### config.mk
export PLATFORM = sky130hd
export DESIGN_NAME = eth_rx_slot
export DESIGN_NICKNAME = d
export VERILOG_FILES = /design/src/design/capture_pkg.sv /design/src/design/eth_rx_slot.sv
export SDC_FILE = /design/constraint.sdc
export NUM_CORES = 1
export LEC_CHECK = 0
export ABC_AREA = 1
export BUFFER_PORTS_ARGS = -buffer_cell sky130_fd_sc_hd__buf_2
export CORE_ASPECT_RATIO = 1.4
export CORE_MARGIN = 1.5
export CORE_UTILIZATION = 45
export CTS_CLUSTER_SIZE = 10
export DETAILED_ROUTE_END_ITERATION = 7
export PLACE_DENSITY = 0.69
export REMOVE_ABC_BUFFERS = 1
export SYNTH_ARGS = -nofsm -noshare
export SYNTH_HDL_FRONTEND = slang
export SYNTH_SLANG_ARGS = --single-unit
### constraint.sdc
create_clock -name clk_125 -period 4.9 [get_ports clk_125]
set_input_delay 0.98 -clock clk_125 [delete_from_list [all_inputs] [get_ports clk_125]]
set_output_delay 0.98 -clock clk_125 [all_outputs]
set_load 0.02 [all_outputs]
### src/design/capture_pkg.sv
`default_nettype none

package capture_pkg;

  // --------------------------------------------------------------------------
  // widths
  // --------------------------------------------------------------------------
  localparam int WB_DATA_W   = 16;
  localparam int WB_ADR_W    = 16;
  localparam int WB_SEL_W    = 2;
  localparam int COUNTER_W   = 64;
  localparam int FRAME_LEN_W = 12;
  localparam int SLOT_DATA_W = 32;

  localparam logic [7:0] GMII_SFD = 8'hD5;

  // rx region words in front of the slot memory
  localparam int SLOT_BASE_WORDS = 4;

  // --------------------------------------------------------------------------
  // address map
  // --------------------------------------------------------------------------
  // address bits 15:13
  typedef enum logic [2:0] {
    REGION_GLOBAL = 3'd0,
    REGION_RX     = 3'd4
  } region_e;

  // address bits 3:1 of the global region
  typedef enum logic [2:0] {
    GCFG_STATUS = 3'd0,
    GCFG_CNT0   = 3'd2,
    GCFG_CNT1   = 3'd3,
    GCFG_CNT2   = 3'd4,
    GCFG_CNT3   = 3'd5
  } gcfg_reg_e;

  // halfword index, address bits 12:1 of the rx region
  typedef enum logic [11:0] {
    RX_TS0        = 12'd0,
    RX_TS1        = 12'd1,
    RX_TS2        = 12'd2,
    RX_TS3        = 12'd3,
    RX_LEN        = 12'd6,
    RX_SLOT_FIRST = 12'd8
  } rx_reg_e;

  typedef enum logic [1:0] {
    RX_IDLE,
    RX_PREAMBLE,
    RX_DATA,
    RX_HOLD
  } rx_state_e;

endpackage

`default_nettype wire

### src/design/eth_rx_slot.sv
`default_nettype none

module eth_rx_slot import capture_pkg::*; #(
  parameter int SLOT_ADDR_W = 11
) (
  input  logic                   clk_125,
  input  logic                   core_rst_n,
  input  logic [7:0]             gmii_rxd_i,
  input  logic                   gmii_rx_dv_i,
  input  logic                   slot_busy_i,
  input  logic [COUNTER_W-1:0]   now_i,
  output logic [SLOT_ADDR_W-1:0] ram_addr_o,
  output logic [SLOT_DATA_W-1:0] ram_data_o,
  output logic [3:0]             ram_be_o,
  output logic                   ram_we_o,
  output logic                   frame_done_o,
  output logic [FRAME_LEN_W-1:0] frame_len_o,
  output logic [COUNTER_W-1:0]   timestamp_o
);

  rx_state_e              state_q;
  logic [FRAME_LEN_W-1:0] byte_cnt;
  logic [COUNTER_W-1:0]   ts_cap;
  logic                   sfd_hit;
  logic                   cnt_full;
  logic                   byte_wr_ok;
  logic                   frame_end;

  assign sfd_hit = (state_q == RX_IDLE || state_q == RX_PREAMBLE) && gmii_rx_dv_i &&
                   !slot_busy_i && (gmii_rxd_i == GMII_SFD);

  // length saturates, slot overflow bytes are only counted
  assign cnt_full   = &byte_cnt;
  assign byte_wr_ok = !cnt_full &&
                      (32'(byte_cnt[FRAME_LEN_W-1:2]) < (32'd1 << SLOT_ADDR_W));
  assign frame_end  = (state_q == RX_DATA) && !gmii_rx_dv_i;

  // --------------------------------------------------------------------------
  // receive FSM
  // --------------------------------------------------------------------------
  always_ff @(posedge clk_125 or negedge core_rst_n) begin
    if (!core_rst_n) begin
      state_q      <= RX_IDLE;
      byte_cnt     <= '0;
      ram_we_o     <= 1'b0;
      frame_done_o <= 1'b0;
    end else begin
      ram_we_o     <= 1'b0;
      frame_done_o <= 1'b0;
      case (state_q)
        RX_IDLE, RX_PREAMBLE: begin
          if (!gmii_rx_dv_i) begin
            state_q <= RX_IDLE;
          end else if (slot_busy_i) begin
            // slot still owned by host, drop whole frame
            state_q <= RX_HOLD;
          end else if (sfd_hit) begin
            state_q  <= RX_DATA;
            byte_cnt <= '0;
          end else begin
            state_q <= RX_PREAMBLE;
          end
        end
        RX_DATA: begin
          if (gmii_rx_dv_i) begin
            ram_we_o <= byte_wr_ok;
            if (!cnt_full) begin
              byte_cnt <= byte_cnt + 1'b1;
            end
          end else begin
            frame_done_o <= 1'b1;
            state_q      <= RX_IDLE;
          end
        end
        RX_HOLD: begin
          if (!gmii_rx_dv_i) begin
            state_q <= RX_IDLE;
          end
        end
        default: state_q <= RX_IDLE;
      endcase
    end
  end

  // --------------------------------------------------------------------------
  // byte lanes, length and timestamp
  // --------------------------------------------------------------------------
  always_ff @(posedge clk_125) begin
    if (sfd_hit) begin
      ts_cap <= now_i;
    end
    if (state_q == RX_DATA && gmii_rx_dv_i) begin
      ram_addr_o <= SLOT_ADDR_W'(byte_cnt[FRAME_LEN_W-1:2]);
      ram_data_o <= {4{gmii_rxd_i}};
      ram_be_o   <= 4'(4'b0001 << byte_cnt[1:0]);
    end
    // published together with frame_done_o
    if (frame_end) begin
      frame_len_o <= byte_cnt;
      timestamp_o <= ts_cap;
    end
  end

endmodule

`default_nettype wire

# [Yosys cells after proc, flatten, opt, wreduce, memory -nomap -nowiden]
# Cells that the tools add are included.
[classes] addsub=1 n_eq_ne=10 shift=1 mux=15 n_reduce_logical=15
[op_table] op="$mux W12" count=5
[op_table] op="$pmux W12 S2" count=1
[op_table] op="$add A12 B1 Y12 const B" count=1
[op_table] op="$ne A2 B2 Y1 const B" count=6
[op_table] op="$reduce_and A12 Y1" count=1
[op_table] op="$eq A8 B8 Y1 const B" count=1
[op_table] op="$mux W2" count=4
[op_table] op="$reduce_and A6 Y1" count=1
[op_table] op="$logic_and A1 B1 Y1" count=5
[op_table] op="$eq A2 B2 Y1 const B" count=2
[op_table] op="$mux W1" count=4
[op_table] op="$pmux W2 S2" count=1
[op_table] op="$reduce_or A2 Y1" count=2
[op_table] op="$shl A1 B2 Y4 const A" count=1
[op_table] op="$logic_not A1 Y1" count=3
[op_table] op="$eq A2 B1 Y1 const B" count=1
[op_table] op="$logic_not A2 Y1" count=1
[op_table] op="$reduce_bool A2 Y1" count=1
[op_table] op="$logic_or A1 B1 Y1" count=1
[totals] ff_bits=202 input_bits=76 out_inout_bits=125 wordCells=52

# [Depth between registers and ports, before layout]
[depth] depth_word=9 depth_mapped=10 depth_no_buf=9

# [Least setup slack after synthesis]
# OpenSTA, ideal clock, no wires.
[synth_path] path_kind="input-to-reg" from="input gmii_rx_dv_i" to="register frame_len_o[0] (enable)" arrival_time_ps=4164 required_time_ps=4388 setup_slack_ps=224 stages=1 n_path_buf=0 path_cell_list="nor2_1"
[synth_between] elab_chain_cells=2
[synth_rtl] item="start: declaration" line_no="eth_rx_slot.sv:9" rtl="input logic gmii_rx_dv_i,"
[synth_rtl] item="$logic_not A1 Y1"
[synth_rtl] item="$logic_and A1 B1 Y1" line_no="eth_rx_slot.sv:36" rtl="assign frame_end = (state_q == RX_DATA) && !gmii_rx_dv_i;"
[synth_rtl] item="end signal: assignment" line_no="eth_rx_slot.sv:99" rtl="frame_len_o <= byte_cnt;"
[synth_rtl] item="end: declaration" line_no="eth_rx_slot.sv:17" rtl="output logic [FRAME_LEN_W-1:0] frame_len_o,"
# No other way between the ends.
# A chain may end at the register's enable or synchronous reset.

# [Worst setup path in the final report]
[layout_path] from="input gmii_rxd_i[1]" to="register ts_cap[10] (enable)"
[layout_between] elab_chain_cells=2
[layout_rtl] item="start: declaration" line_no="eth_rx_slot.sv:8" rtl="input logic [7:0] gmii_rxd_i,"
[layout_rtl] item="$eq A8 B8 Y1" line_no="eth_rx_slot.sv:30" rtl="!slot_busy_i && (gmii_rxd_i == GMII_SFD);"
[layout_rtl] item="$logic_and A1 B1 Y1" line_no="eth_rx_slot.sv:30"
[layout_rtl] item="named net sfd_hit" line_no="eth_rx_slot.sv:24" rtl="logic sfd_hit;"
[layout_rtl] item="end signal: assignment" line_no="eth_rx_slot.sv:90" rtl="ts_cap <= now_i;"
[layout_rtl] item="end: declaration" line_no="eth_rx_slot.sv:23" rtl="logic [COUNTER_W-1:0] ts_cap;"
# The timed path passes the listed nets, and every way through them passes these cells.

==> impl_metrics.toml <==
[sta]
fin_crit_sh_pct = 46.8
period_minus_slack_ns = 2.29
drv_slew = 0
worst_slew_pin_slew_ns = 1.09
worst_slack_ns = 2.61
rsz0062_at_grt = "no"
tns_ns = 0
max_freq_ghz = 0.436
setup_violations = 0
hold_viol = 0
finClkSkew_ns = 0.00934
slew_headroom_pct = 27.3

[floorplan]
die_width_um = 102
fp.dieH_um = 142
die_area_um2 = 14500
io_pins = 201
rows = 50
start_util_pct = 46.2
core_um2 = 13400

[clocking]
post-cts-setup-buffers = 0
postCtsHoldBufs = 0
cts.sinks = 178
clk_latency_ns = 0.41
clkTransAtPathRegs_ns = 0.06
cts_max_level = 4
cts_buffer_depth = 2
cts_tree = "built"
cts_buffers = 17
cts_resized = 0
root_buffer = "clkbuf_16"

[synth]
syn_avg_cell_area_um2 = 17.7
synth_edf_count = 162
syn_area_um2 = 6190
yosysSeqAreaShare_pct = 85.1
netlist_instances = 350
synth_seq_cells = 178
ys.flop_type = "edfxtp_1"
ys.warnings.count = 0
async_flop_share_pct = 8.99
ys_types = 26

[global_routing]
track_usage_pct = 15.3
grt_pass1_vias = 3205
antenna_found_initial = 0
overflow = 0
grt_start_max_net_pins = 78
grt_pass1_wl_um = 16100

[place]
finalWeightedCongestion = 0.821
dp_cells = 706
dp_hpwl_um = 7620
placedInstanceArea_um2 = 7230
place_ws_ns = 2.13
portBuffers = 199

[final_layout]
drive_gt1_share_pct = 45.9
nNetsFinal = 620
n_fill_cell = 1087
diodes = 0
final_area_um2 = 7820
layout.cells.non_filler = 738
area_growth_pct = 26.3

[critical_path]
worst_setup_path_start_kind = "primary input"
end_kind = "flop"
worstPathArrival_ns = 2.32
path_max_fanout = 64
worstPathRequired_ns = 4.93
r2r_cells = 4
crit_type = "primary input to flop"

[detailed_routing]
drtAntennaViolNets = 0
vias = 3316
avgViaCountPerCell = 4.49
drc = 0
wirelength_um = 10800
first_iter_violations = 169
dr.pass1.iters = 6
wl_per_cell_um = 14.6

[min_path]
hp-class = "flop to flop"
hold-path-cell-count = 0

[pwr]
p_per_area_nw_per_um2 = 403
ir_drop_mv = 0.202
p_leak_nw = 3.07

[status]
status = "completed"

[job]
cap_viol_max_count = 0
cells in the mapped netlist (2+ instances only):
cell type / n / area share [%]
inv_1: 14 / 0.85
nand3_1: 14 / 1.1
nor2_1: 29 / 1.8
nand2_1: 51 / 3.1
nor2_4: 2 / 0.36
o21ai_0: 2 / 0.16
dfrtp_1: 16 / 6.5
nand2_8: 2 / 0.65
a21oi_1: 7 / 0.57
nand4_1: 2 / 0.20
edfxtp_1: 162 / 79
nor2_2: 2 / 0.20
nand2_2: 9 / 0.91
inv_2: 2 / 0.12
buf_4: 25 / 3.0
state kept, by name, indices dropped and copies added, names as in the netlist, 2 cells and up:
name / cells
state_q: 2
byte_cnt: 12
ts_cap: 64
timestamp_o: 64
frame_len_o: 12
ram_be_o: 4
ram_addr_o: 10
ram_data_o: 8
power by group:
part / switching (W) / total [W] / internal, W
registers: 0.0000137 / 0.00169 / 0.00168
clock network: 0.000553 / 0.00132 / 0.000763
logic: 0.0000921 / 0.000142 / 0.0000495
total: 0.000659 / 0.00315 / 0.00249
cell usage in the layout (no fill, tap or decap), types with 2 or more instances in the layout:
cell	instances
nand4_1	2
clkbuf_16	17
dfrtp_1	16
nand2_2	9
inv_8	2
clkinvlp_4	2
inv_2	2
inv_1	14
o21ai_0	2
a21oi_1	7
edfxtp_1	162
clkbuf_1	2
buf_4	2
nor2_4	4
nand3_1	14
clkinv_4	2
nand2_8	2
nor2_2	3
inv_6	3
buf_2	199
clkinv_2	2
nor2_1	26
bufinv_16	2
nand2_1	51
cell families (layout without fill, tap and decap cells):
group / count (synthesis) / in the layout / synth area share (%)
flip-flops: 178 / 178 / 85.1
other: 1 / 1 / 0.0606
AND/OR/NAND/NOR: 116 / 116 / 9.14
adder cells (fa/ha/maj): 1 / 1 / 0.202
buffers and inverters: 44 / 250 / 4.69
AO/OA/AOI/OAI: 10 / 10 / 0.829
metrics by stage:
step / utilization (%) / power, W / hold WS [ns]
after floorplan: - / 0.00180 / 0.400
after global placement: 54.0 / 0.00187 / 0.400
after detailed placement: 54.0 / 0.00187 / 0.405
after CTS: 58.4 / 0.00318 / 0.417
after global routing: 58.4 / 0.00326 / 0.422
final: 58.4 / 0.00315 / 0.413
worst max-delay path, stage by stage:
cell	delay [ns]
buf_2	0.10
inv_1	0.04
nand2_1	0.06
nor3_1	0.21
nand4_1	0.16
nor2_4	0.10
buf_4	0.61
final cells by class:
| type | count | area (um2) | area share (%) |
|---|---|---|---|
| Timing Repair Buffer | 201 | 1010 | 12.9 |
| Clock inverter | 13 | 151 | 1.94 |
| Sequential cell | 178 | 5270 | 67.4 |
| Tap cell | 182 | 228 | 2.91 |
| Clock buffer | 19 | 433 | 5.54 |
| Multi-Input combinational cell | 128 | 651 | 8.32 |
| Inverter | 17 | 77.6 | 0.992 |
path summary, 6_finish.rpt:
path / start / end / slack (ns)
worst max-delay path: gmii_rxd_i[1] / ts_cap[10] / 2.61
worst min-delay path: ts_cap[7] / timestamp_o[7] / 0.41
worst max register to register: state_q[0] / frame_len_o[6] / 3.01
worst min register to register: ts_cap[7] / timestamp_o[7] / 0.41
max in group asynchronous: core_rst_n / byte_cnt[5] / 4.15
min in group asynchronous: core_rst_n / byte_cnt[8] / 0.48
routing by layer:
layer	track usage [%]	part of all wire, %	vias up
met5	0	0	-
met4	7.14	1.9	0
met3	4.68	4.7	12
met2	27.1	55	119
met1	16.5	38	1573
li1	-	-	1612
No activity file was read; power rests on OpenSTA's default activity.
