### src/design/capture_pkg.sv
`default_nettype none

package capture_pkg;

  // --------------------------------------------------------------------------
  // widths
  // --------------------------------------------------------------------------
  localparam int WB_DATA_W   = 16;
  localparam int WB_ADR_W    = 16;
  localparam int WB_SEL_W    = 2;
  localparam int COUNTER_W   = 64;
  localparam int FRAME_LEN_W = 12;
  localparam int SLOT_DATA_W = 32;

  localparam logic [7:0] GMII_SFD = 8'hD5;

  // rx region words in front of the slot memory
  localparam int SLOT_BASE_WORDS = 4;

  // --------------------------------------------------------------------------
  // address map
  // --------------------------------------------------------------------------
  // address bits 15:13
  typedef enum logic [2:0] {
    REGION_GLOBAL = 3'd0,
    REGION_RX     = 3'd4
  } region_e;

  // address bits 3:1 of the global region
  typedef enum logic [2:0] {
    GCFG_STATUS = 3'd0,
    GCFG_CNT0   = 3'd2,
    GCFG_CNT1   = 3'd3,
    GCFG_CNT2   = 3'd4,
    GCFG_CNT3   = 3'd5
  } gcfg_reg_e;

  // halfword index, address bits 12:1 of the rx region
  typedef enum logic [11:0] {
    RX_TS0        = 12'd0,
    RX_TS1        = 12'd1,
    RX_TS2        = 12'd2,
    RX_TS3        = 12'd3,
    RX_LEN        = 12'd6,
    RX_SLOT_FIRST = 12'd8
  } rx_reg_e;

  typedef enum logic [1:0] {
    RX_IDLE,
    RX_PREAMBLE,
    RX_DATA,
    RX_HOLD
  } rx_state_e;

endpackage

`default_nettype wire

### src/design/host_bus_regs.sv
`default_nettype none

module host_bus_regs import capture_pkg::*; #(
  parameter int SLOT_ADDR_W = 11
) (
  input  logic                   clk_125,
  input  logic                   core_rst_n,
  input  logic [WB_ADR_W-1:0]    wb_adr_i,
  input  logic [WB_DATA_W-1:0]   wb_dat_i,
  input  logic [WB_SEL_W-1:0]    wb_sel_i,
  input  logic                   wb_we_i,
  input  logic                   wb_cyc_i,
  input  logic                   wb_stb_i,
  output logic [WB_DATA_W-1:0]   wb_dat_o,
  output logic                   wb_ack_o,
  output logic                   irq_o,
  output logic                   cnt_wr_o,
  output logic [1:0]             cnt_word_o,
  output logic [WB_SEL_W-1:0]    cnt_sel_o,
  output logic [WB_DATA_W-1:0]   cnt_data_o,
  output logic                   slot_busy_o,
  input  logic [COUNTER_W-1:0]   count_i,
  input  logic                   frame_done_i,
  input  logic [FRAME_LEN_W-1:0] frame_len_i,
  input  logic [COUNTER_W-1:0]   timestamp_i,
  output logic [SLOT_ADDR_W-1:0] ram_addr_o,
  output logic [SLOT_DATA_W-1:0] ram_data_o,
  output logic [3:0]             ram_be_o,
  output logic                   ram_we_o,
  input  logic [SLOT_DATA_W-1:0] ram_q_i
);

  logic                 req;
  logic                 req_new;
  logic [1:0]           rd_step;
  logic [3:0]           status_q;
  region_e              region;
  gcfg_reg_e            gcfg_idx;
  rx_reg_e              rx_idx;
  logic                 gcfg_hit;
  logic                 slot_hit;
  logic                 status_wr;
  logic [1:0]           cnt_word;
  logic [WB_DATA_W-1:0] reg_rdata;

  // --------------------------------------------------------------------------
  // decode
  // --------------------------------------------------------------------------
  assign req     = wb_cyc_i && wb_stb_i;
  // first cycle of a request only
  assign req_new = req && !wb_ack_o && (rd_step == 2'd0);

  assign region   = region_e'(wb_adr_i[15:13]);
  assign gcfg_idx = gcfg_reg_e'(wb_adr_i[3:1]);
  assign rx_idx   = rx_reg_e'(wb_adr_i[12:1]);

  assign gcfg_hit = (region == REGION_GLOBAL) && (wb_adr_i[12:4] == '0);
  assign slot_hit = (region == REGION_RX) && (rx_idx >= RX_SLOT_FIRST);

  assign status_wr = req_new && wb_we_i && gcfg_hit && (gcfg_idx == GCFG_STATUS) &&
                     wb_sel_i[1];

  assign cnt_word   = 2'(wb_adr_i[3:1] - GCFG_CNT0);
  assign cnt_wr_o   = req_new && wb_we_i && gcfg_hit &&
                      (gcfg_idx inside {GCFG_CNT0, GCFG_CNT1, GCFG_CNT2, GCFG_CNT3});
  assign cnt_word_o = cnt_word;
  assign cnt_sel_o  = wb_sel_i;
  assign cnt_data_o = wb_dat_i;

  // register read mux, reserved and unmapped read zero
  always_comb begin
    reg_rdata = '0;
    case (region)
      REGION_GLOBAL: begin
        if (gcfg_hit) begin
          case (gcfg_idx)
            GCFG_STATUS: reg_rdata = WB_DATA_W'(status_q);
            GCFG_CNT0, GCFG_CNT1, GCFG_CNT2, GCFG_CNT3: begin
              reg_rdata = count_i[cnt_word*WB_DATA_W +: WB_DATA_W];
            end
            default: reg_rdata = '0;
          endcase
        end
      end
      REGION_RX: begin
        case (rx_idx)
          RX_TS0, RX_TS1, RX_TS2, RX_TS3: begin
            reg_rdata = timestamp_i[wb_adr_i[2:1]*WB_DATA_W +: WB_DATA_W];
          end
          RX_LEN:  reg_rdata = WB_DATA_W'(frame_len_i);
          default: reg_rdata = '0;
        endcase
      end
      default: reg_rdata = '0;
    endcase
  end

  // --------------------------------------------------------------------------
  // ack, slot read sequencer, status
  // --------------------------------------------------------------------------
  always_ff @(posedge clk_125 or negedge core_rst_n) begin
    if (!core_rst_n) begin
      wb_ack_o <= 1'b0;
      ram_we_o <= 1'b0;
      rd_step  <= 2'd0;
      status_q <= 4'b0000;
    end else begin
      wb_ack_o <= 1'b0;
      ram_we_o <= 1'b0;
      if (req_new) begin
        if (slot_hit && !wb_we_i) begin
          rd_step <= 2'd1;
        end else begin
          wb_ack_o <= 1'b1;
        end
        ram_we_o <= slot_hit && wb_we_i;
      end else if (rd_step == 2'd1) begin
        rd_step <= 2'd2;
      end else if (rd_step == 2'd2) begin
        // ram_q_i valid now
        rd_step  <= 2'd0;
        wb_ack_o <= 1'b1;
      end
      if (status_wr) begin
        status_q <= wb_dat_i[3:0];
      end
      // new frame must not be lost to a racing host write
      if (frame_done_i) begin
        status_q[0] <= 1'b1;
      end
    end
  end

  always_ff @(posedge clk_125) begin
    if (req_new && !wb_we_i && !slot_hit) begin
      wb_dat_o <= reg_rdata;
    end else if (rd_step == 2'd2) begin
      wb_dat_o <= wb_adr_i[1] ? ram_q_i[31:16] : ram_q_i[15:0];
    end
    if (req_new && slot_hit) begin
      ram_addr_o <= SLOT_ADDR_W'(wb_adr_i[12:2] - 11'(SLOT_BASE_WORDS));
      ram_data_o <= {wb_dat_i, wb_dat_i};
      // adr[1] picks the upper halfword
      if (wb_adr_i[1]) begin
        ram_be_o <= {wb_sel_i[0], wb_sel_i[1], 2'b00};
      end else begin
        ram_be_o <= {2'b00, wb_sel_i[0], wb_sel_i[1]};
      end
    end
  end

  assign slot_busy_o = status_q[0];
  assign irq_o       = status_q[0];

endmodule

`default_nettype wire

### config.mk
export PLATFORM = sky130hd
export DESIGN_NAME = host_bus_regs
export DESIGN_NICKNAME = d
export VERILOG_FILES = /design/src/design/capture_pkg.sv /design/src/design/host_bus_regs.sv
export SDC_FILE = /design/constraint.sdc
export NUM_CORES = 1
export LEC_CHECK = 0
export BUFFER_PORTS_ARGS = -buffer_cell sky130_fd_sc_hd__buf_4
export CAP_MARGIN = 20
export CORE_AREA = 2 2 115 117
export CTS_CLUSTER_SIZE = 16
export DETAILED_ROUTE_END_ITERATION = 10
export DIE_AREA = 0 0 117 119
export PLACE_DENSITY_LB_ADDON = 0.2
export SYNTH_ARGS = -nofsm -noshare
export SYNTH_HDL_FRONTEND = slang
export SYNTH_SLANG_ARGS = --single-unit
### constraint.sdc
create_clock -name clk_125 -period 6.6 [get_ports clk_125]
set_input_delay 1.32 -clock clk_125 [delete_from_list [all_inputs] [get_ports clk_125]]
set_output_delay 1.32 -clock clk_125 [all_outputs]
set_load 0.03 [all_outputs]
Yosys cells after proc, flatten, opt, wreduce, memory -nomap -nowiden --
Cells that the tools add are included.
Storage, ports and cells: register bits after elaboration 71, bits in latches 0, RAM bits 0, ROM bits 0, input port bits 212, logic and storage cells 75, memories kept 0
Operators by class: add/subtract/negate cells 2, multiply operators 0, divide/modulo/power cells 0, order comparisons 1, equal/unequal tests 12, shifts and indexed selects 2, multiplexer cells 18, bitwise operators 0, reductions and logical operators 30
Operators by type and width (number):
- $shiftx A64 B7 Y16 | 2
- $pmux W16 S2 | 3
- $mux W16 | 4
- $eq A12 B2 Y1 const B | 2
- $logic_and A1 B1 Y1 | 15
- $eq A12 B1 Y1 const B | 1
- $eq A12 B3 Y1 const B | 1
- $ge A12 B4 Y1 const B | 1
- $logic_not A12 Y1 | 1
- $sub A11 B3 Y11 const B | 1
- $eq A3 B3 Y1 const B | 3
- $logic_not A9 Y1 | 1
- $mux W2 | 4
- $reduce_or A4 Y1 | 2
- $mux W1 | 7
- $eq A3 B2 Y1 const B | 2
- $logic_not A3 Y1 | 2
- $reduce_bool A2 Y1 | 2
- $reduce_bool A4 Y1 | 1
- $logic_not A1 Y1 | 3
- $reduce_bool A3 Y1 | 1
- $eq A2 B1 Y1 const B | 1
- $eq A2 B2 Y1 const B | 1
- $logic_not A2 Y1 | 1
- 3 further kinds | 3

Longest topological paths before layout --
word-level depth 9, depth in mapped cells 8, depth with buffers taken out 7

Worst setup path after synthesis --
OpenSTA, ideal clock, no wires.
kind input to output, start in wb_adr_i[2], end out cnt_wr_o, arrival time 2990 ps, data required time 5280 ps, setup slack 2290 ps, cell stages on the path 4, path buffers 1, cell sequence buf_1 xnor2_1 nand3b_1 nor4_1
Between the ends: word-level cells in the longest chain between the ends 3, elaborated cells between the ends (all ways) 6, classes of those cells eq/ne: 4; reduce/logical: 2
Ends and longest elaborated chain:
- start, declared | RTL line host_bus_regs.sv:8 | input logic [WB_ADR_W-1:0] wb_adr_i,
- $eq A3 B2 Y1 or $eq A3 B3 Y1 (tied branches) | RTL line host_bus_regs.sv:65 | (gcfg_idx inside {GCFG_CNT0, GCFG_CNT1, GCFG_CNT2, GCFG_CNT3});
- $reduce_bool A4 Y1 * | RTL line host_bus_regs.sv:65
- $logic_and A1 B1 Y1 * | RTL line host_bus_regs.sv:64 | assign cnt_wr_o = req_new && wb_we_i && gcfg_hit &&
- end, declared | RTL line host_bus_regs.sv:17 | output logic cnt_wr_o,
Every way passes the cells marked *; elsewhere a longest branch is shown, timed or not.

Final worst setup path --
start in wb_adr_i[8], end reg wb_dat_o[13] (enable)
Between the ends: word-level cells in the longest chain between the ends 5
Ends and longest elaborated chain:
- $ge A12 B4 Y1 | RTL line host_bus_regs.sv:58 | assign slot_hit = (region == REGION_RX) && (rx_idx >= RX_SLOT_FIRST);
- $logic_and A1 B1 Y1 | RTL line host_bus_regs.sv:58
- $logic_not A1 Y1 | RTL line host_bus_regs.sv:135 | if (req_new && !wb_we_i && !slot_hit) begin
- $logic_and A1 B1 Y1 | RTL line host_bus_regs.sv:135
- $reduce_bool A2 Y1 (no line)
- end signal, assigned | RTL line host_bus_regs.sv:136 | wb_dat_o <= reg_rdata;
- end signal, assigned | RTL line host_bus_regs.sv:138 | wb_dat_o <= wb_adr_i[1] ? ram_q_i[31:16] : ram_q_i[15:0];
- end, declared | RTL line host_bus_regs.sv:14 | output logic [WB_DATA_W-1:0] wb_dat_o,
No other way between the ends. A chain may end at the register's enable or synchronous reset.

==> impl_metrics.yaml <==
global_route:
  overflow: 0
  track_usage: 0.1808
  grt_max_degree: 42
  grt_pass1_vias: 3571
  antenna_found_initial: 0
  grt_pass1_wl_um: 19230
detailed_routing:
  vias_per_cell: 4.808
  dr.pass1.iters: 4
  drt_wl_total_um: 12930
  drtAntennaViolNets: 0
  vias: 3452
  wl_per_cell_um: 18.01
  wl_met1_um: 5091
  drt_iter0_drc: 136
  routed-wl-met3_um: 945
  route.met2.wl_um: 6744
  highest_layer: "met4"
  drc: 0
timing:
  rsz0062_at_grt: "no"
  worst_slew_pin_slew_ns: 1.001
  hold_viol_final: 0
  drv_slew: 0
  fin_skew_ns: 0.007958
  final.setup.tns_ns: 0
  fin_crit_sh: 0.6143
  finalSetupViolations: 0
  fin_crit_ns: 4.054
  fmax_mhz: 246.6
  layout_setup_ws_ns: 2.546
  maxSlewHeadroom: 0.3234
logic_synthesis:
  synth.most_common_cell: "edfxtp_1"
  synth_area_sq_um: 3761
  synth.area.top_cells: "edfxtp_1, mux4_2, buf_4"
  async_flop_share: 0.1455
  synth.avg_cell_area_sq_um: 13.15
  ys_seq_area_frac: 0.4285
  ys_seq_elements: 55
  synth_cells: 286
  netlist_top_cells_count: "edfxtp_1, buf_4, mux4_2, mux2i_1, o22ai_1"
  syn-num-nets: 500
  yosysTopAreaCell: "edfxtp_1"
  synth_top_area_frac: 0.3752
  synth_ff_type: "edfxtp_1"
  ys_types: 49
  synth_warnings: 0
  synth-edff-count: 47
critical_path:
  crit_path_start: "wb_adr_i[8]"
  cp-end-kind: "register"
  r2r_cells: 4
  r2r_start: "rd_step[1]$_DFFE_PN0P_"
  cp.arrival_ns: 3.97
  reg2reg_to: "wb_dat_o[13]$_DFFE_PP_"
  cp.required_ns: 6.51
  cp-start-kind: "input port"
  worst-r2r-setup-slack_ns: 3.70
  critPathKind: "in2reg"
  cp_max_fo: 17
clock_network:
  clock_latency_ns: 0.29
  htreeDepth: 2
  cts_tree: "yes"
  cts-root-buf: "clkbuf_16"
  cts-resized-gates: 0
  hold_buffers: 0
  cts_buffers: 5
  clk_pin_slew_ns: 0.08
  post_cts_buffers: 0
  cts_sinks: 55
  clockBufferDepth: 2
power:
  power_density_nw_per_um2: 156.0
  p_total_mw: 0.9454
  leakage_nw: 2.691
  vdd_ir_drop_max_uv: 116.9
finish:
  final_nets: 755
  syn2layout_area_growth_pct: 61.11
  final_layout_size_suffix_gt1_frac: 0.6605
  diodes: 0
place:
  gp_congestion: 0.7700
  io_buffers: 298
  pre_cts_ws_ns: 2.147
  place_hpwl_um: 10510
worst_hold_path:
  min_to: "rd_step[1]$_DFFE_PN0P_"
  whs_path_depth: 0
  hold_class: "reg2reg"
  min_from: "rd_step[0]$_DFFE_PN0P_"
floorplanning:
  core_sq_um: 12870
  rows: 42
  die_h_um: 119
  initial_core_util: 0.2921
  fp.dieW_um: 117
  ios: 300
  die_area_sq_um: 13920
flow_run:
  cap_violations: 0
run_status:
  status: "complete, no violations"
==> kinds of logic after synthesis <==
kind of cell / share of synthesized area
fa+ha+maj: 0.006652
simple gates: 0.08816
xor+xnor: 0.01630
mux: 0.2418
flops: 0.4285
compound gates: 0.1158
buf+inv: 0.1028
==> routing by layer <==
metal | vias up | track usage
li1 | 1609 | -
met1 | 1650 | 0.2282
met2 | 185 | 0.3186
met3 | 8 | 0.03410
met4 | 0 | 0.03897
met5 | - | 0
==> critical path, cell delays in order <==
cell,delay (ns)
buf_4,0.14
or4_4,0.59
o311ai_4,0.39
and2_1,0.68
nand2b_1,0.84
==> sequential cells by signal (all words and copies together), names as in the netlist <==
name	count
status_q	4
ram_addr_o	11
ram_we_o	1
wb_ack_o	1
ram_be_o	4
rd_step	2
ram_data_o	16
wb_dat_o	16
==> worst max path at each step <==
| stage | end | depth (start not counted) | slack, ns |
|---|---|---|---|
| 2_1_floorplan | cnt_wr_o | 4 | 2.29 |
| 3_3_place_gp | wb_dat_o[5]$_DFFE_PP_ | 5 | 2.21 |
| 3_5_place_dp | wb_dat_o[5]$_DFFE_PP_ | 5 | 2.15 |
| 4_1_cts | wb_dat_o[13]$_DFFE_PP_ | 5 | 2.44 |
| 5_1_grt | wb_dat_o[4]$_DFFE_PP_ | 5 | 2.34 |
| 6_report | wb_dat_o[13]$_DFFE_PP_ | 5 | 2.55 |
==> report_power, final <==
group | switching (mW) | internal (mW) | total [mW]
Combinational | 0.103 | 0.143 | 0.246
Clock | 0.130 | 0.181 | 0.311
Sequential | 0.00193 | 0.386 | 0.388
==> cell type report <==
| type | instances | area [sq um] |
|---|---|---|
| flip-flops and latches | 55 | 1612 |
| inverters | 7 | 26.28 |
| well taps | 176 | 220.2 |
| clock buffers | 5 | 125.1 |
| clock inverters | 3 | 46.29 |
| repair buffers | 301 | 2260 |
| multi-input cells | 171 | 1770 |
| fillers | 1198 | 6815 |
==> placed cells by master (no fill, tap or decap), drive strengths merged, types with 2 or more instances in the layout <==
master and count:
a32oi 4, nor2 11, and3 2, a22oi 11
nand2b 2, edfxtp 47, xor2 5, nor2b 2
mux2i 20, nand2 6, o31ai 2, mux4 28
or4 2, o22ai 16, clkbuf 5, a21oi 4
buf 301, nand4b 2, xnor2 2, inv 8
mux2 7, ha 2, and2 3, o21ai 5
nor4b 2, nor3 5, a21o 7, nor4 3
dfrtp 8, a2bb2oi 4, nor3b 5
==> per-stage QoR <==
stage	area (sq um)	std cells	hold WS [ns]	util
6_report	6060	718	0.4747	0.4707
5_1_grt	6060	718	0.5205	0.4707
4_1_cts	6060	718	0.4746	0.4707
3_5_place_dp	5888	710	0.4569	0.4573
3_3_place_gp	5888	710	0.4572	0.4573
2_1_floorplan	3761	286	0.4640	-
Power figures use the tool's default switching activity.
