### config.mk
export PLATFORM = sky130hd
export DESIGN_NAME = wall_clock
export DESIGN_NICKNAME = d
export VERILOG_FILES = /design/src/design/capture_pkg.sv /design/src/design/wall_clock.sv
export SDC_FILE = /design/constraint.sdc
export NUM_CORES = 1
export LEC_CHECK = 0
export BUFFER_PORTS_ARGS = -buffer_cell sky130_fd_sc_hd__buf_2
export CORE_ASPECT_RATIO = 2
export CORE_MARGIN = 2
export CORE_UTILIZATION = 30
export DETAILED_ROUTE_END_ITERATION = 8
export PLACE_DENSITY = 0.53
export SYNTH_ARGS = -nofsm -noshare
export SYNTH_HDL_FRONTEND = slang
export SYNTH_SLANG_ARGS = --single-unit
### constraint.sdc
create_clock -name clk_125 -period 3.33 [get_ports clk_125]
set_clock_uncertainty 0.1 [all_clocks]
set_input_delay 0.333 -clock clk_125 [delete_from_list [all_inputs] [get_ports clk_125]]
set_output_delay 0.333 -clock clk_125 [all_outputs]
set_load 0.005 [all_outputs]
### src/design/capture_pkg.sv
`default_nettype none

package capture_pkg;

  // --------------------------------------------------------------------------
  // widths
  // --------------------------------------------------------------------------
  localparam int WB_DATA_W   = 16;
  localparam int WB_ADR_W    = 16;
  localparam int WB_SEL_W    = 2;
  localparam int COUNTER_W   = 64;
  localparam int FRAME_LEN_W = 12;
  localparam int SLOT_DATA_W = 32;

  localparam logic [7:0] GMII_SFD = 8'hD5;

  // rx region words in front of the slot memory
  localparam int SLOT_BASE_WORDS = 4;

  // --------------------------------------------------------------------------
  // address map
  // --------------------------------------------------------------------------
  // address bits 15:13
  typedef enum logic [2:0] {
    REGION_GLOBAL = 3'd0,
    REGION_RX     = 3'd4
  } region_e;

  // address bits 3:1 of the global region
  typedef enum logic [2:0] {
    GCFG_STATUS = 3'd0,
    GCFG_CNT0   = 3'd2,
    GCFG_CNT1   = 3'd3,
    GCFG_CNT2   = 3'd4,
    GCFG_CNT3   = 3'd5
  } gcfg_reg_e;

  // halfword index, address bits 12:1 of the rx region
  typedef enum logic [11:0] {
    RX_TS0        = 12'd0,
    RX_TS1        = 12'd1,
    RX_TS2        = 12'd2,
    RX_TS3        = 12'd3,
    RX_LEN        = 12'd6,
    RX_SLOT_FIRST = 12'd8
  } rx_reg_e;

  typedef enum logic [1:0] {
    RX_IDLE,
    RX_PREAMBLE,
    RX_DATA,
    RX_HOLD
  } rx_state_e;

endpackage

`default_nettype wire

### src/design/wall_clock.sv
`default_nettype none

module wall_clock import capture_pkg::*; (
  input  logic                 clk_125,
  input  logic                 core_rst_n,
  input  logic                 wr_i,
  input  logic [1:0]           wr_word_i,
  input  logic [WB_SEL_W-1:0]  wr_sel_i,
  input  logic [WB_DATA_W-1:0] wr_data_i,
  output logic [COUNTER_W-1:0] count_o
);

  logic [COUNTER_W-1:0] count_q;
  logic [COUNTER_W-1:0] wr_mask;
  logic [COUNTER_W-1:0] wr_val;

  // sel[0] -> bits 15:8, sel[1] -> bits 7:0 of the halfword
  always_comb begin
    wr_mask = '0;
    wr_val  = '0;
    if (wr_i) begin
      wr_mask[wr_word_i*WB_DATA_W +: WB_DATA_W] = {{8{wr_sel_i[0]}}, {8{wr_sel_i[1]}}};
      wr_val[wr_word_i*WB_DATA_W +: WB_DATA_W]  = wr_data_i;
    end
  end

  // unwritten bits keep counting
  always_ff @(posedge clk_125 or negedge core_rst_n) begin
    if (!core_rst_n) begin
      count_q <= '0;
    end else begin
      count_q <= ((count_q + 1'b1) & ~wr_mask) | (wr_val & wr_mask);
    end
  end

  assign count_o = count_q;

endmodule

`default_nettype wire

==> Yosys cells after proc, flatten, opt, wreduce, memory -nomap -nowiden <==
Cells that the tools add are included.
{ "totals": {"ff_bits": 64, "out_inout_bits": 64, "inputBits": 23, "elab_cells": 14} }
{ "op_classes": {"n_bitwise": 6, "n_addsub": 2, "n_shift": 3, "mux": 2} }
{ "ops": {"columns": ["op", "n"], "rows": [
  ["64-bit AND", 4],
  ["64-bit 2-to-1 mux", 2],
  ["16-bit by 34-bit variable part select with 64-bit output", 2],
  ["64-bit by 1-bit adder with 64-bit output (second input constant)", 1],
  ["64-bit inverter", 1],
  ["64-bit bitwise OR", 1],
  ["16-bit by 34-bit variable shift with 64-bit output (first input constant)", 1],
  ["6-bit negation with 34-bit output", 1]
]} }

==> Depth between registers and ports, before layout <==
Gate-level depths: netlist (run 1).
{ "logic_depth": {"depth_word": 7, "ltp_mapped": 9, "mapped_depth_nobuf": 7} }

==> Worst setup path before layout (run 1) <==
OpenSTA, ideal clock, no wires.
{ "synth_path": {"path_kind": "reg2reg", "startpoint": "reg count_q[22], in the netlist count_o[22]", "endpoint": "reg count_q[40], in the netlist count_o[40]", "n_path_buf": 1, "required_time_ns": 3.093, "synth_period_minus_slack_ns": 2.178, "stages_incl_launch_ff": 8, "arrival_time_ns": 1.941, "setup_ns": 0.137, "setup_slack_ns": 1.152, "cell_sequence": "dfrtp_1 -> nand4_2 -> or3_1 -> or4_4 -> buf_6 -> nor4_4 -> xnor2_1 -> a21oi_1"} }
{ "synth_between": {"elab_chain_len": 3} }
{ "synth_rtl": {"columns": ["element", "line_no", "rtl"], "rows": [
  ["from (decl)", "wall_clock.sv:13", "logic [COUNTER_W-1:0] count_q;"],
  ["from (signal assigned)", "wall_clock.sv:32", "count_q <= ((count_q + 1'b1) & ~wr_mask) | (wr_val & wr_mask);"],
  ["64-bit by 1-bit adder with 64-bit output", "wall_clock.sv:32", null],
  ["64-bit AND", "wall_clock.sv:32", null],
  ["64-bit bitwise OR", "wall_clock.sv:32", null]
]} }
No other way between the ends.

==> Final worst setup path (run 1) <==
{ "layout_path": {"startpoint": "reg count_q[2], in the netlist count_o[2]", "endpoint": "reg count_q[59], in the netlist count_o[59]"} }
The elaborated chain is that of the path after synthesis.

==> results by group, run 1 <==
Routing
  • DR vias/cell: around 5
  • DRT Pass-1 Iters: 4
  • Vias: roughly 3400
  • DR WL/cell: 18.1 µm
  • Remaining DRCs: 0
  • Number of nets still failing antenna checks after routing: 0
  • Starting DRC count in detailed routing: 203
  • WL final: ~12 mm

Layout
  • Highest-count cells in the layout ignoring fill and taps: 86 x buf_2, 66 x nor2_1, 64 x dfrtp_1
  • Share of cells above drive strength 1: 21.8%
  • Largest register FFs: 64
  • Filler cell count in the final layout: between 1000 and 1500
  • P&R area growth vs syn: 23.6%
  • Non-filler instance count after layout: 674
  • Ant diodes: 0
  • Storage element area: roughly 1600 µm²
  • # nets final: 552
  • Multi-input logic area: 2000 µm²
  • Most common cell after layout, fill and taps aside: buf_2

Clocking
  • # hold bufs at CTS: 1
  • CTS tree: done
  • Clk root buf: clkbuf_16
  • Setup fix buffers added after clock tree synthesis: 0
  • CTS Sinks: between 60 and 70
  • Num CTS Buffers: 9
  • Reg clk slew, reported paths: roughly 0.05 ns
  • Clk_lat worst skew: between 0.3 and 0.4 ns
  • H-tree depth: 3
  • CTS max path bufs: 2
  • Post-CTS sizing: 0

Logic synthesis
  • Post-synth top area cell: dfrtp_1
  • Synth Instances: 433
  • Sequential area share after synthesis: 43.2%
  • Yosys top cell area share: 43.2%
  • Synthesis-stage register bit count: 64
  • Yosys cell types: 28
  • Synthesized area: 3710 µm²
  • Net count after synthesis: 462
  • Top cells by area, synth: dfrtp_1 43%, xnor2_1 10%, nor2_1 6.7%
  • Synthesized area per cell: 8.57 µm²
  • Synth warn: 0

Timing
  • Pins over their slew limit: 0
  • Worst slew margin: approximately half
  • Final hold vios: 0
  • Tmin final: 2.64 ns
  • Final Cycle Share: roughly four fifths
  • Finish-stage setup viols: 0
  • Max Freq: 0.379 GHz
  • RSZ-0062 raised after global routing: false
  • Slew @ Worst Pin: 0.740 ns
  • Setup_tns: 0 ns

Power and ir drop
  • Static leakage: 1.87 nW
  • Sw Share: 36.7%
  • PD cells: between 700 and 800 nW/µm²
  • Combinational power share: 31.1%
  • P_int: 2.03 mW
  • Worst IR Drop VDD: approximately 300 µV
  • Clk pwr share: 26.9%
  • Sequential power share: a little over two fifths
  • Psw: 1.18 mW

Critical path
  • CP arrival: 2.76 ns
  • CP endpoint kind: flop
  • CP cell instances: nand4_1, nor4_1, nand4_1, nor4_1, xor2_1, mux2_2
  • WS Path Type: reg2reg
  • Critical-path top delay cell: nor4_1
  • CP max stage delay: 0.57 ns
  • Delay-heaviest family, CP: simple AND/OR/NAND/NOR gates
  • Type of origin of the critical path: flop
  • Crit path required time: 3.45 ns
  • Worst-path fanout max: 5
  • Critical path buffers and inverters: 0

Global route
  • Total GRT Usage: 19.6%
  • Met2 Use GR: 35.7%
  • Largest net degree at the start of global routing: 29
  • Global Route met1 Usage: about a fifth
  • Global-route met3 utilization: ~3.3%
  • Vias in the first global route: 3612
  • Initial antenna violation count: 0
  • Global-route wire length before repair: 19.0 mm
  • Grt peak-use layer: met2
  • Remaining Overflow, GRT: 0

Outcome
  • Status: finished clean

Placed design
  • IO Port Bufs: 86
  • DP HPWL: 9.49 mm
  • Placer Congestion: 0.909
  • Post-Place Cells: around 660

Die
  • Die area: 13300 µm²
  • Top Ports: slightly below 90
  • Die Span X: ~83 µm
  • Core area: 12100 µm²
  • Rows: 57
  • Die span in y: between 150 and 200 µm
  • Initial Util: a little under a third

Run
  • Max Cap Viol: 0

Min path
  • Min-delay worst type: in2reg
-- final timing paths --
path	cells past startpoint	startpoint	to	slack, ns
setup / recovery	6	count_o[2]$_DFF_PN0_	count_o[59]$_DFF_PN0_	0.69
hold / removal	3	wr_data_i[9]	count_o[57]$_DFF_PN0_	0.19
setup reg to reg	6	count_o[2]$_DFF_PN0_	count_o[59]$_DFF_PN0_	0.69
hold reg to reg	1	count_o[0]$_DFF_PN0_	count_o[0]$_DFF_PN0_	0.44
max in group asynchronous	3	core_rst_n	count_o[26]$_DFF_PN0_	1.80
min in group asynchronous	2	core_rst_n	count_o[0]$_DFF_PN0_	0.47
-- cells by family after synthesis --
logic type / Yosys count / share of synthesized area (%)
compound gates: 59 / 7.96
xor+xnor: 62 / 14.6
fa+ha+maj: 6 / 2.02
buf+inv: 27 / 2.93
flops: 64 / 43.2
mux: 5 / 1.52
simple gates: 210 / 27.8
-- Yosys cell counts --
| master | n |
|---|---|
| nand4bb_1 | 1 |
| and2_1 | 4 |
| nand3_1 | 22 |
| nor4_4 | 1 |
| nor3_1 | 19 |
| o21ai_0 | 21 |
| a21oi_1 | 38 |
| dfrtp_1 | 64 |
| and4_1 | 3 |
| xnor2_1 | 44 |
| mux2_2 | 5 |
| ha_1 | 6 |
| clkbuf_1 | 13 |
| xor2_1 | 18 |
| nor2b_1 | 2 |
| buf_6 | 1 |
| nor3_2 | 2 |
| nor2_1 | 66 |
| or3_1 | 3 |
| nand2_1 | 47 |
| nand4_2 | 1 |
| inv_1 | 13 |
| and3_1 | 10 |
| nand3_2 | 1 |
| nand4_1 | 19 |
| or2_2 | 1 |
| or4_4 | 1 |
| nor4_1 | 7 |
-- tightest hold or removal path, cell delays in order --
cell,delay (ns)
buf_2,0.12
nand2_1,0.06
o21ai_0,0.07
-- routing by layer --
metal  vias to the layer above  part of all wire (%)
met5                         -                     0
met4                         0                   3.0
met3                        20                   3.9
met2                        98                    56
met1                      1669                    37
li1                       1662                     -
-- area by class of cell --
type / instances / share of cell area [%]
multi-input cells: 342 / 43.6
inverters: 13 / 1.06
clock buffers: 15 / 5.84
well taps: 147 / 4.01
flip-flops and latches: 64 / 34.9
repair buffers: 93 / 10.6
-- power by group through the flow --
stage	Combinational, mW	Sequential [mW]	Clock (mW)
after floorplan	0.550	1.30	0
after global placement	0.996	1.34	0
after detailed placement	1.01	1.35	0
after CTS	1.01	1.34	0.881
after global routing	1.12	1.39	0.918
final	1.00	1.35	0.865
-- through the flow --
step | power, mW | cell area (µm²) | hold WS (ns) | setup WS (ns) | util, %
finish | 3.21 | 4590 | 0.192 | 0.689 | 37.8
detailed placement | 2.36 | 4310 | 0.302 | 0.719 | 35.5
CTS | 3.24 | 4590 | 0.185 | 0.718 | 37.8
global placement | 2.34 | 4310 | 0.306 | 0.817 | 35.5
global route | 3.42 | 4590 | 0.202 | 0.503 | 37.8
floorplan | 1.85 | 3710 | -0.0626 | 1.15 | -
No activity file was read; power rests on OpenSTA's default activity.
==> inputs of run 2 (changes only) <==
--- a/config.mk
+++ b/config.mk
@@ -5,6 +5,7 @@
 export SDC_FILE = /design/constraint.sdc
 export NUM_CORES = 1
 export LEC_CHECK = 0
+export ABC_AREA = 1
 export BUFFER_PORTS_ARGS = -buffer_cell sky130_fd_sc_hd__buf_2
 export CORE_ASPECT_RATIO = 2
 export CORE_MARGIN = 2
==> constraint.sdc (replaced) <==
create_clock -name clk_125 -period 2.4 [get_ports clk_125]
set_clock_uncertainty 0.1 [all_clocks]
set_input_delay 0.24 -clock clk_125 [delete_from_list [all_inputs] [get_ports clk_125]]
set_output_delay 0.24 -clock clk_125 [all_outputs]
set_load 0.005 [all_outputs]
==> run 2 against run 1 <==
- critical path depth grew 3
- fmax grew 29%
- non-clock buffer count grew 6
- hold slack lost 0.13 ns
- largest cell class unchanged
- design area grew 25%
- sequential power grew 34%
==> results by group, run 2 <==
Clocking
  • Clk_lat worst skew: 0.33 ns (about the same)
  • H-tree depth: 3 (unchanged)
  • Clk root buf: clkbuf_16
  • CTS Sinks: 64 (unchanged)
  • Setup fix buffers added after clock tree synthesis: 0 (unchanged)
  • Num CTS Buffers: 9 (unchanged)
  • Reg clk slew, reported paths: 0.06 ns (about the same)
  • CTS tree: done
  • CTS max path bufs: 2 (unchanged)
  • Post-CTS sizing: 0 (unchanged)

Die
  • Die span in y: 181 µm (+12%)
  • Top Ports: 87 (unchanged)
  • Core area: 15300 µm² (+26%)
  • Die Span X: 92.3 µm (+12%)
  • Initial Util: 30.6% (about the same)
  • Rows: 64 (+12%)
  • Die area: 16700 µm² (+25%)

Layout
  • Highest-count cells in the layout ignoring fill and taps: 256 x nand2_1, 139 x nor2_1, 86 x buf_2
  • Most common cell after layout, fill and taps aside: nand2_1
  • # nets final: 851 (+54%)
  • Ant diodes: 0 (unchanged)
  • Filler cell count in the final layout: 1753 (+35%)
  • Share of cells above drive strength 1: 18.5% (-3.3 points)
  • Largest register FFs: 64 (unchanged)
  • Final Cell Area: 5730 µm² (+25%)
  • Non-filler instance count after layout: 1025 (+52%)
  • P&R area growth vs syn: 22.4%

Timing
  • Finish-stage setup viols: 0 (unchanged)
  • Hold WS: 0.0659 ns (-0.126 ns)
  • RSZ-0062 raised after global routing: false
  • Max Freq: 0.488 GHz (+29%)
  • Final Cycle Share: 85.3% (+6.0 points)
  • Tmin final: 2.05 ns (-0.594 ns)
  • Pins over their slew limit: 0 (unchanged)
  • Worst slew margin: 58.4% (+8.1 points)
  • Setup_tns: 0 ns (unchanged)
  • Slew @ Worst Pin: 0.625 ns (-0.116 ns)
  • Final hold vios: 0 (unchanged)

Routing
  • Starting DRC count in detailed routing: 313 (+54%)
  • Remaining DRCs: 0 (unchanged)
  • DR WL/cell: 20.0 µm (+10%)
  • WL final: 20.5 mm (+68%)
  • Number of nets still failing antenna checks after routing: 0 (unchanged)
  • DRT Pass-1 Iters: 5 (+1)
  • DR vias/cell: 5.09 (-0.61%)
  • Vias: 5213 (+51%)

Placed design
  • Post-place instance area: 5420 µm² (+26%)
  • DP HPWL: 17.0 mm (+79%)
  • IO Port Bufs: 86 (unchanged)
  • Placer Congestion: 1.01 (+11%)
  • Post-Place Cells: 1008 (+53%)

Logic synthesis
  • Synth warn: 0 (unchanged)
  • Synthesized area per cell: 6.51 µm² (-24%)
  • Sequential area share after synthesis: 34.2% (-8.9 points)
  • Top cells by area, synth: dfrtp_1 34%, nand2_1 21%, nor2_1 11%
  • Yosys top cell area share: 34.2% (-8.9 points)
  • Synthesized area: 4680 µm² (+26%)
  • Post-synth top area cell: dfrtp_1
  • Yosys cell types: 28 (unchanged)
  • Synth cell count leaders: 256 x nand2_1, 139 x nor2_1, 64 x dfrtp_1
  • Count leader, synth: nand2_1
  • Net count after synthesis: 747 (+62%)
  • Synth async-reset ratio: 100% (unchanged)
  • Synthesis-stage register bit count: 64 (unchanged)
  • Main synth FF type: dfrtp_1
  • Synth Instances: 718 (+66%)
  • EDFF count, synth: 0 (unchanged)

Global route
  • Largest net degree at the start of global routing: 25 (-14%)
  • Remaining Overflow, GRT: 0 (unchanged)
  • Vias in the first global route: 5270 (+46%)
  • Total GRT Usage: 25.0% (+5.5 points)
  • Global-route wire length before repair: 30.8 mm (+62%)
  • Initial antenna violation count: 0 (unchanged)

Power and ir drop
  • PD cells: 848 nW/µm² (+21%)
  • Worst IR Drop VDD: 401 µV (+32%)
  • Static leakage: 2.57 nW (+37%)

Run
  • Max Cap Viol: 0 (unchanged)

Min path
  • Hold path start: wr_data_i[3]
  • Hold depth: 3 (unchanged)
  • Hold endpoint: count_o[19]$_DFF_PN0_
  • Min-delay worst type: in2reg

Outcome
  • Status: finished clean

Critical path
  • WS Path Type: reg2reg
  • CP most frequent cell: nand2_1
  • Delay-heaviest family, CP: simple AND/OR/NAND/NOR gates
  • Critical-path top delay cell: dfrtp_1
  • Reg2reg start: count_o[1]$_DFF_PN0_
  • R2r worst-path depth: 9 (+3)
  • Critical path buffers and inverters: 0 (unchanged)
  • Type of origin of the critical path: flop
  • CP cell instances: ha_1, nand2_1, nor2_4, nand2_2, nor2_4, nand2_1, o21bai_1, nand3_1, nand2_1
  • CP endpoint kind: flop
  • CP max stage delay: 0.38 ns (-0.19 ns)
  • Reg2reg setup slack: 0.35 ns (-0.34 ns)
  • CP arrival: 2.21 ns (-0.55 ns)
  • Crit path required time: 2.57 ns (-0.88 ns)
  • FF-to-FF End: count_o[40]$_DFF_PN0_
  • Worst-path fanout max: 6 (+1)
[run 2: cell count changes after synthesis, moves of 13 or more]
cell / delta
a21oi_1: -19
inv_1: +29
nand2_1: +209
nand3_1: +32
nor2_1: +73
nor3_1: -14
o21ai_0: -13
o21bai_1: +21
xnor2_1: -31
[run 2: what timing repair did]
item / 4_1_cts / 5_1_grt
setup endpoints to repair: 0 / 0
hold buffers: 1 / 0
hold endpoints to repair: 21 / 0
[run 2: where the power goes]
| part | internal, mW | total (mW) | switching, mW |
|---|---|---|---|
| Clock | 0.810 | 1.34 | 0.525 |
| Combinational | 0.659 | 1.72 | 1.06 |
| Sequential | 1.36 | 1.81 | 0.447 |
[run 2: worst register-to-register path: stages (launching register included)]
cell	delay (ns)
dfrtp_1	0.38
ha_1	0.17
nand2_1	0.10
nor2_4	0.18
nand2_2	0.14
nor2_4	0.26
nand2_1	0.17
o21bai_1	0.29
nand3_1	0.11
nand2_1	0.07
[run 2: worst max-delay path by stage]
stage / startpoint / cells after the start / end
6_report: count_o[1]$_DFF_PN0_ / 9 / count_o[40]$_DFF_PN0_
3_5_place_dp: wr_word_i[1] / 10 / count_o[41]$_DFF_PN0_
2_1_floorplan: wr_word_i[0] / 10 / count_o[40]$_DFF_PN0_
5_1_grt: count_o[0]$_DFF_PN0_ / 10 / count_o[58]$_DFF_PN0_
3_3_place_gp: count_o[1]$_DFF_PN0_ / 9 / count_o[40]$_DFF_PN0_
4_1_cts: count_o[1]$_DFF_PN0_ / 9 / count_o[40]$_DFF_PN0_
[run 2: cells by family (layout without fill, tap and decap cells)]
family	count (synthesis)	in the layout	synth area share, %
xor gates and xnor gates	24	24	4.49
and+or+nand+nor	514	514	48.2
buffers and inverters	56	165	4.57
AOI/OAI and AO/OA	54	54	6.93
DFF	64	64	34.2
adders and majority gates	6	6	1.61
[run 2: metal layers]
metal  track usage (%)  vias up  wire length [µm]
li1                  -     2510                 -
met1              24.6     2458              7010
met2              47.1      174             11200
met3              2.84       71               660
met4              17.6        0              1610
met5                 0        -                 0
[run 2: area by class of cell]
cell class	instances	area [µm²]	area share, %
clock inverters	6	68.8	1.20
flip-flops and latches	64	1600	28.0
clock buffers	10	229	4.00
inverters	50	188	3.28
repair buffers	99	531	9.26
well taps	198	248	4.33
multi-input cells	598	2860	50.0
[run 2: metrics by stage]
stage / setup WS [ns] / total power, mW / utilization [%]
after floorplan: 0.427 / 2.75 / -
after global placement: 0.369 / 3.54 / 35.4
after detailed placement: 0.365 / 3.54 / 35.4
after CTS: 0.364 / 4.89 / 37.4
after global routing: 0.235 / 5.19 / 37.4
final: 0.352 / 4.86 / 37.4
==> inputs of run 3 (changes only) <==
--- a/config.mk
+++ b/config.mk
@@ -12,6 +12,7 @@
 export CORE_UTILIZATION = 30
 export DETAILED_ROUTE_END_ITERATION = 8
 export PLACE_DENSITY = 0.53
+export RECOVER_POWER = 100
 export SYNTH_ARGS = -nofsm -noshare
 export SYNTH_HDL_FRONTEND = slang
 export SYNTH_SLANG_ARGS = --single-unit
==> run 3 against run 2 <==
- the flow now finishes with violations (capacitance limit, slew limit)
- utilization is 0.58 points lower
- die area is the same
- worst setup slack lost 0.10 ns
==> results by group, run 3 (synthesis gave the netlist of run 2 again) <==
Clocking
  • Reg clk slew, reported paths: 0.06 ns (about the same)
  • H-tree depth: 3 (unchanged)
  • Clk root buf: clkbuf_16
  • CTS tree: done
  • CTS max path bufs: 2 (unchanged)
  • Setup fix buffers added after clock tree synthesis: 0 (unchanged)
  • Clk_lat worst skew: 0.34 ns (about the same)
  • Post-CTS sizing: 0 (unchanged)
  • Num CTS Buffers: 9 (unchanged)
  • CTS Sinks: 64 (unchanged)
  • # hold bufs at CTS: 1 (unchanged)

Critical path
  • R2r worst-path depth: 9 (unchanged)
  • Critical path buffers and inverters: 1 (+1)
  • CP max stage delay: 0.40 ns (+0.02 ns)
  • Crit path launch: count_o[2]$_DFF_PN0_
  • CP most frequent cell: nand2_1
  • Reg2reg setup slack: 0.25 ns (-0.10 ns)
  • Instance count on the critical path: 9 (unchanged)
  • Critical-path top delay cell: dfrtp_1
  • CP cell instances: nand2_1, nor2_1, nand2_1, nor2_8, nand2_1, inv_1, nand3_1, nand3_1, nand2_1
  • Type of origin of the critical path: flop
  • Delay-heaviest family, CP: simple AND/OR/NAND/NOR gates
  • Worst-path fanout max: 7 (+1)
  • CP arrival: 2.27 ns (+0.06 ns)
  • FF-to-FF End: count_o[47]$_DFF_PN0_
  • WS Path Type: reg2reg
  • Crit path required time: 2.52 ns (-0.05 ns)
  • Reg2reg start: count_o[2]$_DFF_PN0_
  • Setup crit end: count_o[47]$_DFF_PN0_
  • CP endpoint kind: flop

Die
  • Initial Util: 30.6% (unchanged)
  • Die span in y: 181 µm (unchanged)
  • Die Span X: 92.3 µm (unchanged)
  • Core area: 15300 µm² (unchanged)
  • Top Ports: 87 (unchanged)
  • Rows: 64 (unchanged)
  • Die area: 16700 µm² (unchanged)

Timing
  • Setup_tns: 0 ns (unchanged)
  • Fin worst setup slack: 0.252 ns (-0.100 ns)
  • Slew @ Worst Pin: 1.54 ns (+0.911 ns)
  • Pins over their slew limit: 25 (+25)
  • Finish-stage setup viols: 0 (unchanged)
  • Hold WS: 0.0629 ns (-0.00295 ns)
  • RSZ-0062 raised after global routing: false
  • Final Cycle Share: 89.5% (+4.2 points)
  • Tmin final: 2.15 ns (+0.100 ns)
  • Max Freq: 0.466 GHz (-4.7%)
  • Worst slew margin: -2.36% (-61 points)
  • Final hold vios: 0 (unchanged)

Min path
  • Min-delay worst type: in2reg
  • Hold depth: 3 (unchanged)

Power and ir drop
  • Combinational power share: 34.4% (-0.9 points)
  • Static leakage: 2.43 nW (-5.1%)
  • Total power: 4.80 mW (-1.1%)
  • Sw Share: 42.0% (+0.20 points)
  • Sequential power share: 37.7% (+0.5 points)
  • Worst IR Drop VDD: 391 µV (-2.4%)
  • Clk pwr share: 27.9% (+0.4 points)
  • Psw: 2.02 mW (-0.67%)
  • PD cells: 852 nW/µm² (+0.42%)
  • P_int: 2.79 mW (-1.5%)

Layout
  • Filler cell count in the final layout: 1766 (+0.74%)
  • Share of cells above drive strength 1: 13.3% (-5.2 points)
  • Ant diodes: 0 (unchanged)
  • P&R area growth vs syn: 20.5%
  • Storage element area: 1600 µm² (unchanged)
  • Largest register FFs: 64 (unchanged)
  • Highest-count cells in the layout ignoring fill and taps: 262 x nand2_1, 143 x nor2_1, 64 x dfrtp_1
  • Final Cell Area: 5640 µm² (-1.6%)
  • Most common cell after layout, fill and taps aside: nand2_1
  • # nets final: 851 (unchanged)
  • Final core utilization: 36.9% (-0.58 points)
  • Multi-input logic area: 2820 µm² (-1.4%)
  • Non-filler instance count after layout: 1025 (unchanged)

Global route
  • Total GRT Usage: 25.0% (unchanged)
  • Vias in the first global route: 5270 (unchanged)
  • Remaining Overflow, GRT: 0 (unchanged)
  • Global Route met1 Usage: 24.6% (unchanged)
  • Grt peak-use layer: met2
  • Largest net degree at the start of global routing: 25 (unchanged)
  • Initial antenna violation count: 0 (unchanged)
  • Global-route met3 utilization: 2.84% (unchanged)
  • Met2 Use GR: 47.1% (unchanged)
  • Global-route wire length before repair: 30.8 mm (unchanged)

Placed design
  • Pre-CTS setup slack: 0.365 ns (unchanged)
  • Post-place instance area: 5420 µm² (unchanged)
  • Post-Place Cells: 1008 (unchanged)
  • DP HPWL: 17.0 mm (unchanged)
  • Placer Congestion: 1.01 (unchanged)
  • IO Port Bufs: 86 (unchanged)

Routing
  • DR WL/cell: 20.0 µm (+0.36%)
  • Starting DRC count in detailed routing: 353 (+13%)
  • WL final: 20.5 mm (+0.36%)
  • DR vias/cell: 5.14 (+1.1%)
  • Number of nets still failing antenna checks after routing: 0 (unchanged)
  • Remaining DRCs: 0 (unchanged)
  • Vias: 5272 (+1.1%)
  • DRT Pass-1 Iters: 5 (unchanged)

Run
  • Max Cap Viol: 1 (+1)

Outcome
  • Failing checks: capacitance limit, slew limit
  • Status: finished with violations
-- run 3: cell count changes in the layout (fill, tap and decap cells not counted), sizes merged --
cell | previous run | this run
buf | 98 | 67
clkbuf | 10 | 41
-- run 3: layer usage --
layer	up-vias	share of wire (%)
met1	2495	34
met3	74	3.6
li1	2509	-
met2	194	54
met5	-	0
met4	0	8.1
-- run 3: worst min path at each step --
| stage | slack [ns] | end | start |
|---|---|---|---|
| floorplan | -0.16 | count_o[0]$_DFF_PN0_ | core_rst_n |
| global placement | 0.18 | count_o[0]$_DFF_PN0_ | core_rst_n |
| detailed placement | 0.18 | count_o[0]$_DFF_PN0_ | core_rst_n |
| CTS | 0.07 | count_o[19]$_DFF_PN0_ | wr_data_i[3] |
| global route | 0.07 | count_o[19]$_DFF_PN0_ | wr_data_i[3] |
| finish | 0.06 | count_o[19]$_DFF_PN0_ | wr_data_i[3] |
-- run 3: cell type report --
class,instances,share of cell area [%]
inverter,50,3.33
timing repair buffer,99,8.54
sequential,64,28.4
tap,198,4.39
multi-input combinational,598,50.0
clock buffer,10,4.06
clock inverter,6,1.22
-- run 3: power by group through the flow --
stage	registers, mW	clock network [mW]	logic (mW)
global route	1.85	1.41	1.86
global placement	1.82	0	1.72
finish	1.81	1.34	1.65
floorplan	1.69	0	1.06
CTS	1.81	1.35	1.73
detailed placement	1.82	0	1.72
-- run 3: worst min-delay path: stages --
cell,delay (ns)
buf_2,0.10
nand2_1,0.05
o21ai_1,0.06
